**config.mk**
```make
export PLATFORM = sky130hd
export DESIGN_NAME = offload_cc
export DESIGN_NICKNAME = d
export VERILOG_FILES = /design/src/hw/offload_pkg.sv /design/src/hw/int_unit.sv /design/src/hw/offload_cc.sv /design/src/hw/offload_router.sv /design/src/hw/spill_reg.sv
export SDC_FILE = /design/constraint.sdc
export NUM_CORES = 2
export LEC_CHECK = 0
export BUFFER_PORTS_ARGS = -buffer_cell sky130_fd_sc_hd__buf_4
export CORE_MARGIN = 2
export CORE_UTILIZATION = 59
export CTS_CLUSTER_DIAMETER = 30
export DETAILED_ROUTE_END_ITERATION = 10
export PLACE_DENSITY = 0.78
export SYNTH_ARGS = -nofsm -noshare
export SYNTH_HDL_FRONTEND = slang
export SYNTH_HIERARCHICAL = 1
export SYNTH_SLANG_ARGS = --single-unit
```
**constraint.sdc**
```tcl
create_clock -name clk_i -period 12.55 [get_ports clk_i]
set_input_delay 0.6275 -clock clk_i [delete_from_list [all_inputs] [get_ports clk_i]]
set_output_delay 0.6275 -clock clk_i [all_outputs]
set_load 0.02 [all_outputs]
```
**src/hw/offload_pkg.sv**
```systemverilog
/* Widths, operation codes and router target indices of the offload interconnect.
   Shared by the RTL and the testbench through scoped names */
`default_nettype none

package offload_pkg;

  // --------------------
  // Field widths
  // --------------------
  localparam int unsigned AddrWidth = 32;
  localparam int unsigned IdWidth   = 5;
  localparam int unsigned DataWidth = 32;
  localparam int unsigned OpWidth   = 4;

  // Request address with bit 0 as target select
  typedef logic [AddrWidth-1:0] addr_t;
  // Tag returned unchanged with the response
  typedef logic [IdWidth-1:0]   id_t;
  // Operand and result word
  typedef logic [DataWidth-1:0] data_t;
  typedef logic [OpWidth-1:0]   op_t;

  // --------------------
  // Operation codes
  // --------------------
  // Codes above OpXor are illegal in the integer unit
  localparam op_t OpAdd = 4'd0;
  localparam op_t OpSub = 4'd1;
  localparam op_t OpMul = 4'd2;
  localparam op_t OpAnd = 4'd3;
  localparam op_t OpXor = 4'd4;

  // --------------------
  // Router targets
  // --------------------
  localparam int unsigned NumTargets = 2;
  typedef logic [$clog2(NumTargets)-1:0] target_t;
  localparam target_t TargetInt    = 1'b0;
  localparam target_t TargetShared = 1'b1;

endpackage

`default_nettype wire

```
**src/hw/int_unit.sv**
```systemverilog
/* Two-stage integer unit behind a valid/ready port. Stage one decodes,
   stage two registers the result; unknown op codes return zero with error */
`default_nettype none

module int_unit (
  input  logic               clk_i,
  input  logic               rst_ni,
  input  logic               valid_i,
  output logic               ready_o,
  input  offload_pkg::id_t   id_i,
  input  offload_pkg::op_t   op_i,
  input  offload_pkg::data_t arga_i,
  input  offload_pkg::data_t argb_i,
  output logic               valid_o,
  input  logic               ready_i,
  output offload_pkg::data_t data_o,
  output offload_pkg::id_t   id_o,
  output logic               error_o
);

  typedef enum logic [2:0] {
    AluAdd,
    AluSub,
    AluMul,
    AluAnd,
    AluXor,
    AluIllegal
  } alu_op_e;

  alu_op_e            op_dec, s1_alu_q;
  logic               s1_valid_q, s2_valid_q;
  offload_pkg::id_t   s1_id_q, s2_id_q;
  offload_pkg::data_t s1_arga_q, s1_argb_q, s2_data_q;
  logic               s2_error_q;
  offload_pkg::data_t result;
  logic               result_error;
  logic               s2_ready, s1_load, s2_load;

  // --------------------
  // Pipeline control
  // --------------------
  // A stalled stage two holds stage one in place
  assign s2_ready = ~s2_valid_q | ready_i;
  assign ready_o  = ~s1_valid_q | s2_ready;
  assign s1_load  = valid_i & ready_o;
  assign s2_load  = s1_valid_q & s2_ready;

  always_ff @(posedge clk_i or negedge rst_ni) begin
    if (!rst_ni) begin
      s1_valid_q <= 1'b0;
      s2_valid_q <= 1'b0;
    end else begin
      if (ready_o) begin
        s1_valid_q <= valid_i;
      end
      if (s2_ready) begin
        s2_valid_q <= s1_valid_q;
      end
    end
  end

  // --------------------
  // Stage one
  // --------------------
  always_comb begin
    case (op_i)
      offload_pkg::OpAdd: op_dec = AluAdd;
      offload_pkg::OpSub: op_dec = AluSub;
      offload_pkg::OpMul: op_dec = AluMul;
      offload_pkg::OpAnd: op_dec = AluAnd;
      offload_pkg::OpXor: op_dec = AluXor;
      default:            op_dec = AluIllegal;
    endcase
  end

  // --------------------
  // Stage two
  // --------------------
  always_comb begin
    result_error = 1'b0;
    case (s1_alu_q)
      AluAdd:  result = s1_arga_q + s1_argb_q;
      AluSub:  result = s1_arga_q - s1_argb_q;
      // Low word of the product
      AluMul:  result = s1_arga_q * s1_argb_q;
      AluAnd:  result = s1_arga_q & s1_argb_q;
      AluXor:  result = s1_arga_q ^ s1_argb_q;
      default: begin
        result       = '0;
        result_error = 1'b1;
      end
    endcase
  end

  always_ff @(posedge clk_i) begin
    if (s1_load) begin
      s1_alu_q  <= op_dec;
      s1_id_q   <= id_i;
      s1_arga_q <= arga_i;
      s1_argb_q <= argb_i;
    end
    if (s2_load) begin
      s2_data_q  <= result;
      s2_error_q <= result_error;
      s2_id_q    <= s1_id_q;
    end
  end

  assign valid_o = s2_valid_q;
  assign data_o  = s2_data_q;
  assign id_o    = s2_id_q;
  assign error_o = s2_error_q;

endmodule

`default_nettype wire

```
**src/hw/offload_cc.sv**
```systemverilog
/* Top level of the offload interconnect. Core requests pass an optional cut,
   go to the integer unit or the shared port, and responses return through a cut */
`default_nettype none

module offload_cc #(
  parameter bit RegisterReq  = 1'b1,
  parameter bit RegisterResp = 1'b1
) (
  input  logic               clk_i,
  input  logic               rst_ni,
  // Core request
  input  logic               req_valid_i,
  output logic               req_ready_o,
  input  offload_pkg::addr_t req_addr_i,
  input  offload_pkg::id_t   req_id_i,
  input  offload_pkg::op_t   req_op_i,
  input  offload_pkg::data_t req_arga_i,
  input  offload_pkg::data_t req_argb_i,
  // Core response
  output logic               resp_valid_o,
  input  logic               resp_ready_i,
  output offload_pkg::data_t resp_data_o,
  output offload_pkg::id_t   resp_id_o,
  output logic               resp_error_o,
  // Shared unit request
  output logic               sh_req_valid_o,
  input  logic               sh_req_ready_i,
  output offload_pkg::id_t   sh_req_id_o,
  output offload_pkg::op_t   sh_req_op_o,
  output offload_pkg::data_t sh_req_arga_o,
  output offload_pkg::data_t sh_req_argb_o,
  // Shared unit response
  input  logic               sh_resp_valid_i,
  output logic               sh_resp_ready_o,
  input  offload_pkg::data_t sh_resp_data_i,
  input  offload_pkg::id_t   sh_resp_id_i,
  input  logic               sh_resp_error_i
);

  localparam int unsigned ReqWidth = $bits(offload_pkg::addr_t) + $bits(offload_pkg::id_t)
                                   + $bits(offload_pkg::op_t) + 2 * $bits(offload_pkg::data_t);
  localparam int unsigned RespWidth = $bits(offload_pkg::data_t) + $bits(offload_pkg::id_t) + 1;

  // Request after the cut
  logic               req_q_valid, req_q_ready;
  offload_pkg::addr_t req_q_addr;
  offload_pkg::id_t   req_q_id;
  offload_pkg::op_t   req_q_op;
  offload_pkg::data_t req_q_arga, req_q_argb;

  logic int_req_valid, int_req_ready;

  // Integer unit response
  logic               int_resp_valid, int_resp_ready, int_resp_error;
  offload_pkg::data_t int_resp_data;
  offload_pkg::id_t   int_resp_id;

  // Merged response ahead of the cut
  logic               arb_valid, arb_ready, arb_error;
  offload_pkg::data_t arb_data;
  offload_pkg::id_t   arb_id;

  // --------------------
  // Request path
  // --------------------
  spill_reg #(
    .Bypass ( !RegisterReq ),
    .Width  ( ReqWidth     )
  ) i_req_cut (
    .clk_i   ( clk_i                                                  ),
    .rst_ni  ( rst_ni                                                 ),
    .valid_i ( req_valid_i                                            ),
    .ready_o ( req_ready_o                                            ),
    .data_i  ( {req_addr_i, req_id_i, req_op_i, req_arga_i, req_argb_i} ),
    .valid_o ( req_q_valid                                            ),
    .ready_i ( req_q_ready                                            ),
    .data_o  ( {req_q_addr, req_q_id, req_q_op, req_q_arga, req_q_argb} )
  );

  offload_router i_router (
    .clk_i            ( clk_i           ),
    .rst_ni           ( rst_ni          ),
    .req_valid_i      ( req_q_valid     ),
    .req_addr_i       ( req_q_addr      ),
    .req_ready_o      ( req_q_ready     ),
    .int_req_valid_o  ( int_req_valid   ),
    .int_req_ready_i  ( int_req_ready   ),
    .sh_req_valid_o   ( sh_req_valid_o  ),
    .sh_req_ready_i   ( sh_req_ready_i  ),
    .int_resp_valid_i ( int_resp_valid  ),
    .int_resp_data_i  ( int_resp_data   ),
    .int_resp_id_i    ( int_resp_id     ),
    .int_resp_error_i ( int_resp_error  ),
    .int_resp_ready_o ( int_resp_ready  ),
    .sh_resp_valid_i  ( sh_resp_valid_i ),
    .sh_resp_data_i   ( sh_resp_data_i  ),
    .sh_resp_id_i     ( sh_resp_id_i    ),
    .sh_resp_error_i  ( sh_resp_error_i ),
    .sh_resp_ready_o  ( sh_resp_ready_o ),
    .out_valid_o      ( arb_valid       ),
    .out_data_o       ( arb_data        ),
    .out_id_o         ( arb_id          ),
    .out_error_o      ( arb_error       ),
    .out_ready_i      ( arb_ready       )
  );

  int_unit i_int_unit (
    .clk_i   ( clk_i          ),
    .rst_ni  ( rst_ni         ),
    .valid_i ( int_req_valid  ),
    .ready_o ( int_req_ready  ),
    .id_i    ( req_q_id       ),
    .op_i    ( req_q_op       ),
    .arga_i  ( req_q_arga     ),
    .argb_i  ( req_q_argb     ),
    .valid_o ( int_resp_valid ),
    .ready_i ( int_resp_ready ),
    .data_o  ( int_resp_data  ),
    .id_o    ( int_resp_id    ),
    .error_o ( int_resp_error )
  );

  // Shared unit sees the payload of every routed request
  assign sh_req_id_o   = req_q_id;
  assign sh_req_op_o   = req_q_op;
  assign sh_req_arga_o = req_q_arga;
  assign sh_req_argb_o = req_q_argb;

  // --------------------
  // Response path
  // --------------------
  spill_reg #(
    .Bypass ( !RegisterResp ),
    .Width  ( RespWidth     )
  ) i_resp_cut (
    .clk_i   ( clk_i                                  ),
    .rst_ni  ( rst_ni                                 ),
    .valid_i ( arb_valid                              ),
    .ready_o ( arb_ready                              ),
    .data_i  ( {arb_data, arb_id, arb_error}          ),
    .valid_o ( resp_valid_o                           ),
    .ready_i ( resp_ready_i                           ),
    .data_o  ( {resp_data_o, resp_id_o, resp_error_o} )
  );

endmodule

`default_nettype wire

```
**src/hw/offload_router.sv**
```systemverilog
/* Steers offload requests to the integer unit or the shared port by address
   bit 0, and merges both response streams with a round-robin arbiter */
`default_nettype none

module offload_router (
  input  logic                clk_i,
  input  logic                rst_ni,
  // Request side
  input  logic                req_valid_i,
  input  offload_pkg::addr_t  req_addr_i,
  output logic                req_ready_o,
  output logic                int_req_valid_o,
  input  logic                int_req_ready_i,
  output logic                sh_req_valid_o,
  input  logic                sh_req_ready_i,
  // Response sources
  input  logic                int_resp_valid_i,
  input  offload_pkg::data_t  int_resp_data_i,
  input  offload_pkg::id_t    int_resp_id_i,
  input  logic                int_resp_error_i,
  output logic                int_resp_ready_o,
  input  logic                sh_resp_valid_i,
  input  offload_pkg::data_t  sh_resp_data_i,
  input  offload_pkg::id_t    sh_resp_id_i,
  input  logic                sh_resp_error_i,
  output logic                sh_resp_ready_o,
  // Merged response
  output logic                out_valid_o,
  output offload_pkg::data_t  out_data_o,
  output offload_pkg::id_t    out_id_o,
  output logic                out_error_o,
  input  logic                out_ready_i
);

  // --------------------
  // Request demux
  // --------------------
  offload_pkg::target_t                sel;
  logic [offload_pkg::NumTargets-1:0] req_valid_vec;
  logic [offload_pkg::NumTargets-1:0] req_ready_vec;

  assign sel = req_addr_i[0];

  always_comb begin
    req_valid_vec      = '0;
    req_valid_vec[sel] = req_valid_i;
  end

  assign int_req_valid_o = req_valid_vec[offload_pkg::TargetInt];
  assign sh_req_valid_o  = req_valid_vec[offload_pkg::TargetShared];

  assign req_ready_vec[offload_pkg::TargetInt]    = int_req_ready_i;
  assign req_ready_vec[offload_pkg::TargetShared] = sh_req_ready_i;
  assign req_ready_o = req_ready_vec[sel];

  // --------------------
  // Response arbiter
  // --------------------
  logic [offload_pkg::NumTargets-1:0] resp_valid_vec;
  logic [offload_pkg::NumTargets-1:0] resp_ready_vec;
  logic [offload_pkg::NumTargets-1:0] resp_error_vec;
  offload_pkg::data_t                  resp_data_vec [offload_pkg::NumTargets];
  offload_pkg::id_t                    resp_id_vec   [offload_pkg::NumTargets];

  offload_pkg::target_t rr_q, gnt_q, gnt;
  logic                 lock_q;
  logic                 out_hs;

  assign resp_valid_vec[offload_pkg::TargetInt]    = int_resp_valid_i;
  assign resp_valid_vec[offload_pkg::TargetShared] = sh_resp_valid_i;
  assign resp_error_vec[offload_pkg::TargetInt]    = int_resp_error_i;
  assign resp_error_vec[offload_pkg::TargetShared] = sh_resp_error_i;
  assign resp_data_vec[offload_pkg::TargetInt]     = int_resp_data_i;
  assign resp_data_vec[offload_pkg::TargetShared]  = sh_resp_data_i;
  assign resp_id_vec[offload_pkg::TargetInt]       = int_resp_id_i;
  assign resp_id_vec[offload_pkg::TargetShared]    = sh_resp_id_i;

  // Locked grant keeps the output payload stable while stalled
  always_comb begin
    if (lock_q) begin
      gnt = gnt_q;
    end else if (resp_valid_vec[rr_q]) begin
      gnt = rr_q;
    end else begin
      gnt = offload_pkg::target_t'(rr_q + 1'b1);
    end
  end

  assign out_valid_o = resp_valid_vec[gnt];
  assign out_data_o  = resp_data_vec[gnt];
  assign out_id_o    = resp_id_vec[gnt];
  assign out_error_o = resp_error_vec[gnt];
  assign out_hs      = out_valid_o & out_ready_i;

  always_comb begin
    resp_ready_vec      = '0;
    resp_ready_vec[gnt] = out_hs;
  end

  assign int_resp_ready_o = resp_ready_vec[offload_pkg::TargetInt];
  assign sh_resp_ready_o  = resp_ready_vec[offload_pkg::TargetShared];

  always_ff @(posedge clk_i or negedge rst_ni) begin
    if (!rst_ni) begin
      rr_q   <= offload_pkg::TargetInt;
      gnt_q  <= offload_pkg::TargetInt;
      lock_q <= 1'b0;
    end else if (out_hs) begin
      // Other source first next time
      rr_q   <= offload_pkg::target_t'(gnt + 1'b1);
      lock_q <= 1'b0;
    end else if (out_valid_o) begin
      gnt_q  <= gnt;
      lock_q <= 1'b1;
    end
  end

endmodule

`default_nettype wire

```
**src/hw/spill_reg.sv**
```systemverilog
/* Two-entry valid/ready pipeline cut for a packed payload vector.
   Set Bypass to replace the cut by a straight combinational connection */
`default_nettype none

module spill_reg #(
  parameter bit          Bypass = 1'b0,
  parameter int unsigned Width  = 32
) (
  input  logic             clk_i,
  input  logic             rst_ni,
  input  logic             valid_i,
  output logic             ready_o,
  input  logic [Width-1:0] data_i,
  output logic             valid_o,
  input  logic             ready_i,
  output logic [Width-1:0] data_o
);

  if (Bypass) begin : gen_bypass
    assign valid_o = valid_i;
    assign ready_o = ready_i;
    assign data_o  = data_i;
  end else begin : gen_cut
    // Slot A takes new input, slot B catches A when the output stalls
    logic             a_full_q, b_full_q;
    logic [Width-1:0] a_data_q, b_data_q;
    logic             active_q;
    logic             a_fill, a_drain, b_fill, b_drain;

    // Input held off until the first cycle after reset
    assign ready_o = active_q & (~a_full_q | ~b_full_q);

    assign a_fill  = valid_i & ready_o;
    assign a_drain = a_full_q & ~b_full_q;
    assign b_fill  = a_drain & ~ready_i;
    assign b_drain = b_full_q & ready_i;

    // B always holds the older item
    assign valid_o = a_full_q | b_full_q;
    assign data_o  = b_full_q ? b_data_q : a_data_q;

    always_ff @(posedge clk_i or negedge rst_ni) begin
      if (!rst_ni) begin
        active_q <= 1'b0;
        a_full_q <= 1'b0;
        b_full_q <= 1'b0;
      end else begin
        active_q <= 1'b1;
        if (a_fill) begin
          a_full_q <= 1'b1;
        end else if (a_drain) begin
          a_full_q <= 1'b0;
        end
        if (b_fill) begin
          b_full_q <= 1'b1;
        end else if (b_drain) begin
          b_full_q <= 1'b0;
        end
      end
    end

    always_ff @(posedge clk_i) begin
      if (a_fill) begin
        a_data_q <= data_i;
      end
      if (b_fill) begin
        b_data_q <= a_data_q;
      end
    end
  end

endmodule

`default_nettype wire

```
# [Yosys cells after proc, flatten, opt, wreduce, memory -nomap -nowiden]
# Cells that the tools add are included.
[op_classes] n_addsub=4 mul=1 div=0 n_lt_le_gt_ge=6 n_eq_ne=8 n_shift=0 muxes=35 bitwise_logic=32 n_reduce_logical=11
[op_table] op="32-bit case mux with 5 select lines" count=1
[op_table] op="32-bit two-way mux" count=3
[op_table] op="74-bit two-way mux" count=1
[op_table] op="38-bit two-way mux" count=1
[op_table] op="32-bit adder" count=1
[op_table] op="32-bit AND" count=1
[op_table] op="32-bit by 32-bit multiplier with 32-bit output" count=1
[op_table] op="32-bit subtractor" count=1
[op_table] op="32-bit bitwise XOR" count=1
[op_table] op="1-bit two-way mux" count=23
[op_table] op="5-bit two-way mux" count=3
[op_table] op="3-bit case mux with 5 select lines" count=1
[op_table] op="1-bit AND" count=12
[op_table] op="2-bit nonzero test" count=5
[op_table] op="1-bit NOT" count=9
[op_table] op="4-bit by 2-bit equality test with 1-bit output, second input constant" count=2
[op_table] op="3-bit by 2-bit equality test with 1-bit output, second input constant" count=2
[op_table] op="1-bit by 2-bit < comparator with 1-bit output, second input constant" count=3
[op_table] op="1-bit OR" count=6
[op_table] op="5-bit OR reduction" count=1
[op_table] op="2-bit AND" count=2
[op_table] op="4-bit by 1-bit equality test with 1-bit output, second input constant" count=1
[op_table] op="4-bit by 3-bit equality test with 1-bit output, second input constant" count=1
[op_table] op="4-bit zero test" count=1
[op_table] op="other kinds (10)" count=14
[totals] register_bits=344 latchBits=0 ram_bits=0 rom_bits=0 in_bits=149 elab_cells=118 memories=0

# [Logic depth before layout (Yosys ltp)]
[logic_depth] depth_word=16 depth_mapped=27

# [Modules after synthesis]
# Netlist, hierarchy kept.
[modules_own_cells] mod="int_unit" instances=1 cells_per_inst=2334 area_per_inst_um2=22552.9
[modules_own_cells] mod="spill_reg (i_req_cut)" instances=1 cells_per_inst=339 area_per_inst_um2=7714.9
[modules_own_cells] mod="spill_reg (i_resp_cut)" instances=1 cells_per_inst=131 area_per_inst_um2=3052.9
[modules_own_cells] mod="offload_router" instances=1 cells_per_inst=160 area_per_inst_um2=1340.0

# [Least setup slack after synthesis]
# OpenSTA, ideal clock, no wires.
[synth_timing] path_type="input -> register" start="input port sh_resp_valid_i" end="register i_req_cut.gen_cut.b_data_q[0], enable pin" setup_time_ns=0.718 arrival_time_ns=9.380 setup_slack_ns=2.452 stages=8 path_buffers=2 path_cell_list="nand2_1 > and3b_1 > buf_6 > buf_6 > o211a_1 > nand3b_1 > mux2_2 > nor3b_1"
[synth_between] elab_chain_cells=15
[synth_lines] item="from (decl)" line="offload_cc.sv:33" rtl="input logic sh_resp_valid_i,"
[synth_lines] item="1-bit two-way mux (implied by the code) (2 in a row)" line="offload_router.sv:82" rtl="end else if (resp_valid_vec[rr_q]) begin"
[synth_lines] item="1-bit two-way mux" line="offload_router.sv:82"
[synth_lines] item="1-bit two-way mux" line="offload_router.sv:80" rtl="if (lock_q) begin"
[synth_lines] item="1-bit by 2-bit < comparator with 1-bit output (implied by the code) or 1-bit >= comparator (tied branches)" line="offload_router.sv:97" rtl="resp_ready_vec[gnt] = out_hs;"
[synth_lines] item="1-bit logical AND (implied by the code)" line="offload_router.sv:97"
[synth_lines] item="1-bit two-way mux (implied by the code)" line="offload_router.sv:97"
[synth_lines] item="1-bit demux with 1-bit select"
[synth_lines] item="2-bit AND (no source line) *"
[synth_lines] item="named net int_resp_ready" line="offload_cc.sv:54" rtl="logic int_resp_valid, int_resp_ready, int_resp_error;"
[synth_lines] item="1-bit OR *" line="int_unit.sv:43" rtl="assign s2_ready = ~s2_valid_q | ready_i;"
[synth_lines] item="1-bit OR *" line="int_unit.sv:44" rtl="assign ready_o = ~s1_valid_q | s2_ready;"
[synth_lines] item="named net int_req_ready" line="offload_cc.sv:51" rtl="logic int_req_valid, int_req_ready;"
[synth_lines] item="1-bit two-way mux (implied by the code) * (2 in a row)" line="offload_router.sv:54" rtl="assign req_ready_o = req_ready_vec[sel];"
[synth_lines] item="named net req_q_ready" line="offload_cc.sv:45" rtl="logic req_q_valid, req_q_ready;"
[synth_lines] item="1-bit NOT *" line="spill_reg.sv:35" rtl="assign b_fill = a_drain & ~ready_i;"
[synth_lines] item="1-bit AND *" line="spill_reg.sv:35"
[synth_lines] item="named net i_req_cut.gen_cut.b_fill" line="spill_reg.sv:28" rtl="logic a_fill, a_drain, b_fill, b_drain;"
[synth_lines] item="to (signal assigned)" line="spill_reg.sv:67" rtl="b_data_q <= a_data_q;"
[synth_lines] item="to (decl)" line="spill_reg.sv:26" rtl="logic [Width-1:0] a_data_q, b_data_q;"
# The timed path passes the listed nets; every way through them passes the cells marked *. The select of a mux whose other input is x is not followed.
# A chain may end at the register's enable or synchronous reset.

# [Worst setup path after layout]
[layout_timing] start="register i_int_unit.s1_arga_q[15]" end="register i_int_unit.s2_data_q[29] (netlist: i_int_unit/data_o[29]), data pin"
[layout_between] elab_chain_cells=2
[layout_lines] item="from (decl)" line="int_unit.sv:33" rtl="offload_pkg::data_t s1_arga_q, s1_argb_q, s2_data_q;"
[layout_lines] item="from (signal assigned)" line="int_unit.sv:99" rtl="s1_arga_q <= arga_i;"
[layout_lines] item="32-bit by 32-bit multiplier with 32-bit output (tied with other cells)" line="int_unit.sv:85" rtl="AluMul: result = s1_arga_q * s1_argb_q;"
[layout_lines] item="32-bit case mux with 5 select lines *" line="int_unit.sv:81" rtl="case (s1_alu_q)"
[layout_lines] item="named net i_int_unit.result[29]" line="int_unit.sv:35" rtl="offload_pkg::data_t result;"
[layout_lines] item="to (signal assigned)" line="int_unit.sv:103" rtl="s2_data_q <= result;"
[layout_lines] item="to (decl)" line="int_unit.sv:33"
# The timed path passes the listed nets; every way through them passes the cells marked *.

==> metrics.md <==
| Metric | Value |
|---|---|
| Status | completed |
| Element type at the critical path start | flip-flop |
| End of the critical path | i_int_unit/data_o[29]$_DFFE_PP_ |
| Hold crit path type | primary input to flip-flop |
| Crit path launch | i_int_unit/s1_arga_q[15]$_DFFE_PP_ |
| CTS resizes | 0 |
| Area grow syn2layout | 13.29% |
| Final HPWL DP | roughly 60000 um |
| Clk buf depth | 3 |
| H-tree depth | 2 |
| Layout cell share with drive strength beyond 1 | 16.90% |
| Area of the mapped netlist | roughly 0.032 mm2 |
| First-pass GRT wire length | between 100000 and 150000 um |
| Synth Instances | ~2900 |
| Setup Skew | between 0.03 and 0.04 ns |
| Number of fill cells in the layout | slightly below 4000 |
| Worst Setup Path Type | flip-flop to flip-flop |
| Pin count of the biggest net entering global routing | between 70 and 80 |
| R2R Path End | i_int_unit/data_o[29]$_DFFE_PP_ |
| Hold Fails Final Rpt | 0 |
| Min Tclk post-route | 8.283 ns |
| Die X | roughly 240 um |
| Total CTS buffers | 55 |
| Clock Latency Late Sink | 0.58 ns |
| RSZ-0062 raised after global routing | false |
| Iter 0 DRT Violations | roughly 1900 |
| Worst-Margin Slew | between 1 and 1.5 ns |
| Total of max-cap violations | 0 |
| Gr usage total | between 30% and 40% |
| Die height | approximately 240 um |
| Reg-to-reg slack, setup | 4.27 ns |
| Row count | 85 |
| Diode count | 0 |
| Crit path DAT | 8.57 ns |
| Worst r2r path cells | 23 |
| Slew headroom | 21.79% |
| Total setup buffers inserted after CTS | 0 |
| CP Capture Type | flip-flop |
| Top Ports | between 200 and 300 |
| Nets | about 3800 |
| Final Wtd Congestion | ~0.94 |
| Post-route ant nets | 0 |
| WL/cell | 22.65 um |
| Required @ worst endpoint | 12.84 ns |
| Worst reg2reg startpoint | i_int_unit/s1_arga_q[15]$_DFFE_PP_ |
| End-of-flow core utilization | between 60 and 70% |
| Routed vias | approximately 23000 |
| Slew Viols, Final | 0 |
| Min-Delay Startpoint | req_argb_i[25] |
| Antenna violations before repair | 2 |
| Fin crit share | 66.00% |
| Setup_tns | 0 ns |
| # setup viols final | 0 |
| CTS tree | done |
| Fmax | 0.1207 GHz |
| Wirelength, routed | about 86000 um |
| CTS Root Cell | clkbuf_16 |
| Synthesized Nets | 3614 |
| DRC Markers | 0 |
| Vias in the first global route | 24570 |
| Router iterations before antenna repair | 8 |
| Placeable core area | roughly 0.054 mm2 |
| Synth warn | 6 |
| # port buffers | 232 |
| Die Footprint | 0.05683 mm2 |
| Vias per cell | 5.998 |
| Clock Pin Slew Worst Setup and Hold Paths | roughly 0.060 ns |
| Starting density of the core | roughly three fifths |
| Mean Syn Cell Area | between 10 and 15 um2 |
| CP Max Fanout | 18 |
| Clock sinks | between 300 and 400 |
| Total gr overflow | 0 |
worst min-delay path by stage:
stage                                                    end  slack, ns  depth (start not counted)
floorplan                  i_int_unit/s1_valid_q$_DFFE_PN0N_       0.33                          0
global placement                i_int_unit/id_o[4]$_DFFE_PP_       0.40                          0
detailed placement              i_int_unit/id_o[1]$_DFFE_PP_       0.41                          0
CTS                 i_req_cut/gen_cut.a_data_q[25]$_DFFE_PP_       0.20                          1
global route        i_req_cut/gen_cut.a_data_q[57]$_DFFE_PP_       0.20                          1
finish              i_req_cut/gen_cut.a_data_q[25]$_DFFE_PP_       0.22                          1
what timing repair did:
item,in CTS,in global routing
endpoints found under the hold margin,11,0
endpoints found under the setup margin,0,0
hold buffers,1,0
metal layers:
metal / vias to the layer above / GRT usage [%] / routed length (um)
met5: - / 0.6926 / 67
met4: 4 / 12.48 / 3839
met3: 303 / 5.946 / 7095
met2: 1112 / 53.89 / 43090
met1: 11590 / 38.50 / 32060
li1: 9807 / - / -
layout make-up:
type                       instances  area (um2)  share of cell area (%)
multi-input combinational       1977       19940                   54.31
clock inverter                    43       538.0                   1.465
sequential                       345       10310                   28.07
clock buffer                      61        1440                   3.922
timing repair buffer             283        2127                   5.792
tap                              696       870.8                   2.371
inverter                         398        1494                   4.068
critical path, stage by stage, from the launching register on:
cell and delay [ns]:
edfxtp_1 1.00, and2_1 0.27, fa_1 0.42, inv_1 0.09
fa_1 0.44, fa_1 0.50, fa_1 0.55, inv_1 0.06
fa_1 0.49, inv_1 0.05, fa_1 0.52, inv_1 0.04
fa_1 0.49, fa_1 0.44, ha_1 0.40, a21o_1 0.19
a21o_1 0.16, a21o_1 0.19, and3_1 0.22, o311ai_1 0.56
a21oi_1 0.18, a41o_1 0.25, a21oi_1 0.27, o211ai_1 0.19
flip-flops by register name, summed over array words and instances, names as in the netlist, 3 cells and up:
name / count
i_resp_cut/gen_cut.b_data_q: 38
i_resp_cut/gen_cut.a_data_q: 38
i_int_unit/id_o: 5
i_req_cut/gen_cut.a_data_q: 74
i_int_unit/s1_alu_q: 3
i_int_unit/s1_arga_q: 32
i_int_unit/data_o: 32
i_int_unit/s1_argb_q: 32
i_req_cut/gen_cut.b_data_q: 74
i_int_unit/s1_id_q: 5
placed cells by master (no fill, tap or decap), drive strengths merged, types with 33 or more instances in the layout:
cell type / instances
inv: 411
fa: 409
edfxtp: 334
and2: 308
buf: 282
nand2: 277
ha: 187
mux2: 114
xnor2: 80
o21ai: 63
clkbuf: 61
nor2: 58
a21oi: 57
xor2: 55
nor2b: 54
mux2i: 47
a221o: 39
a21o: 33
metrics by stage:
stage                     area, um2  instances  hold slack (ns)  setup slack [ns]
after floorplan               32410       2869           0.3319             4.774
after global placement        34730       3698           0.4040             4.609
after detailed placement      34730       3698           0.4084             4.471
after CTS                     36720       3803           0.2009             4.454
after global routing          36720       3803           0.1977             4.057
final                         36720       3803           0.2182             4.267
Power is not shown: default switching activity piles up to over one toggle a cycle in this logic, so the estimate is an artifact.
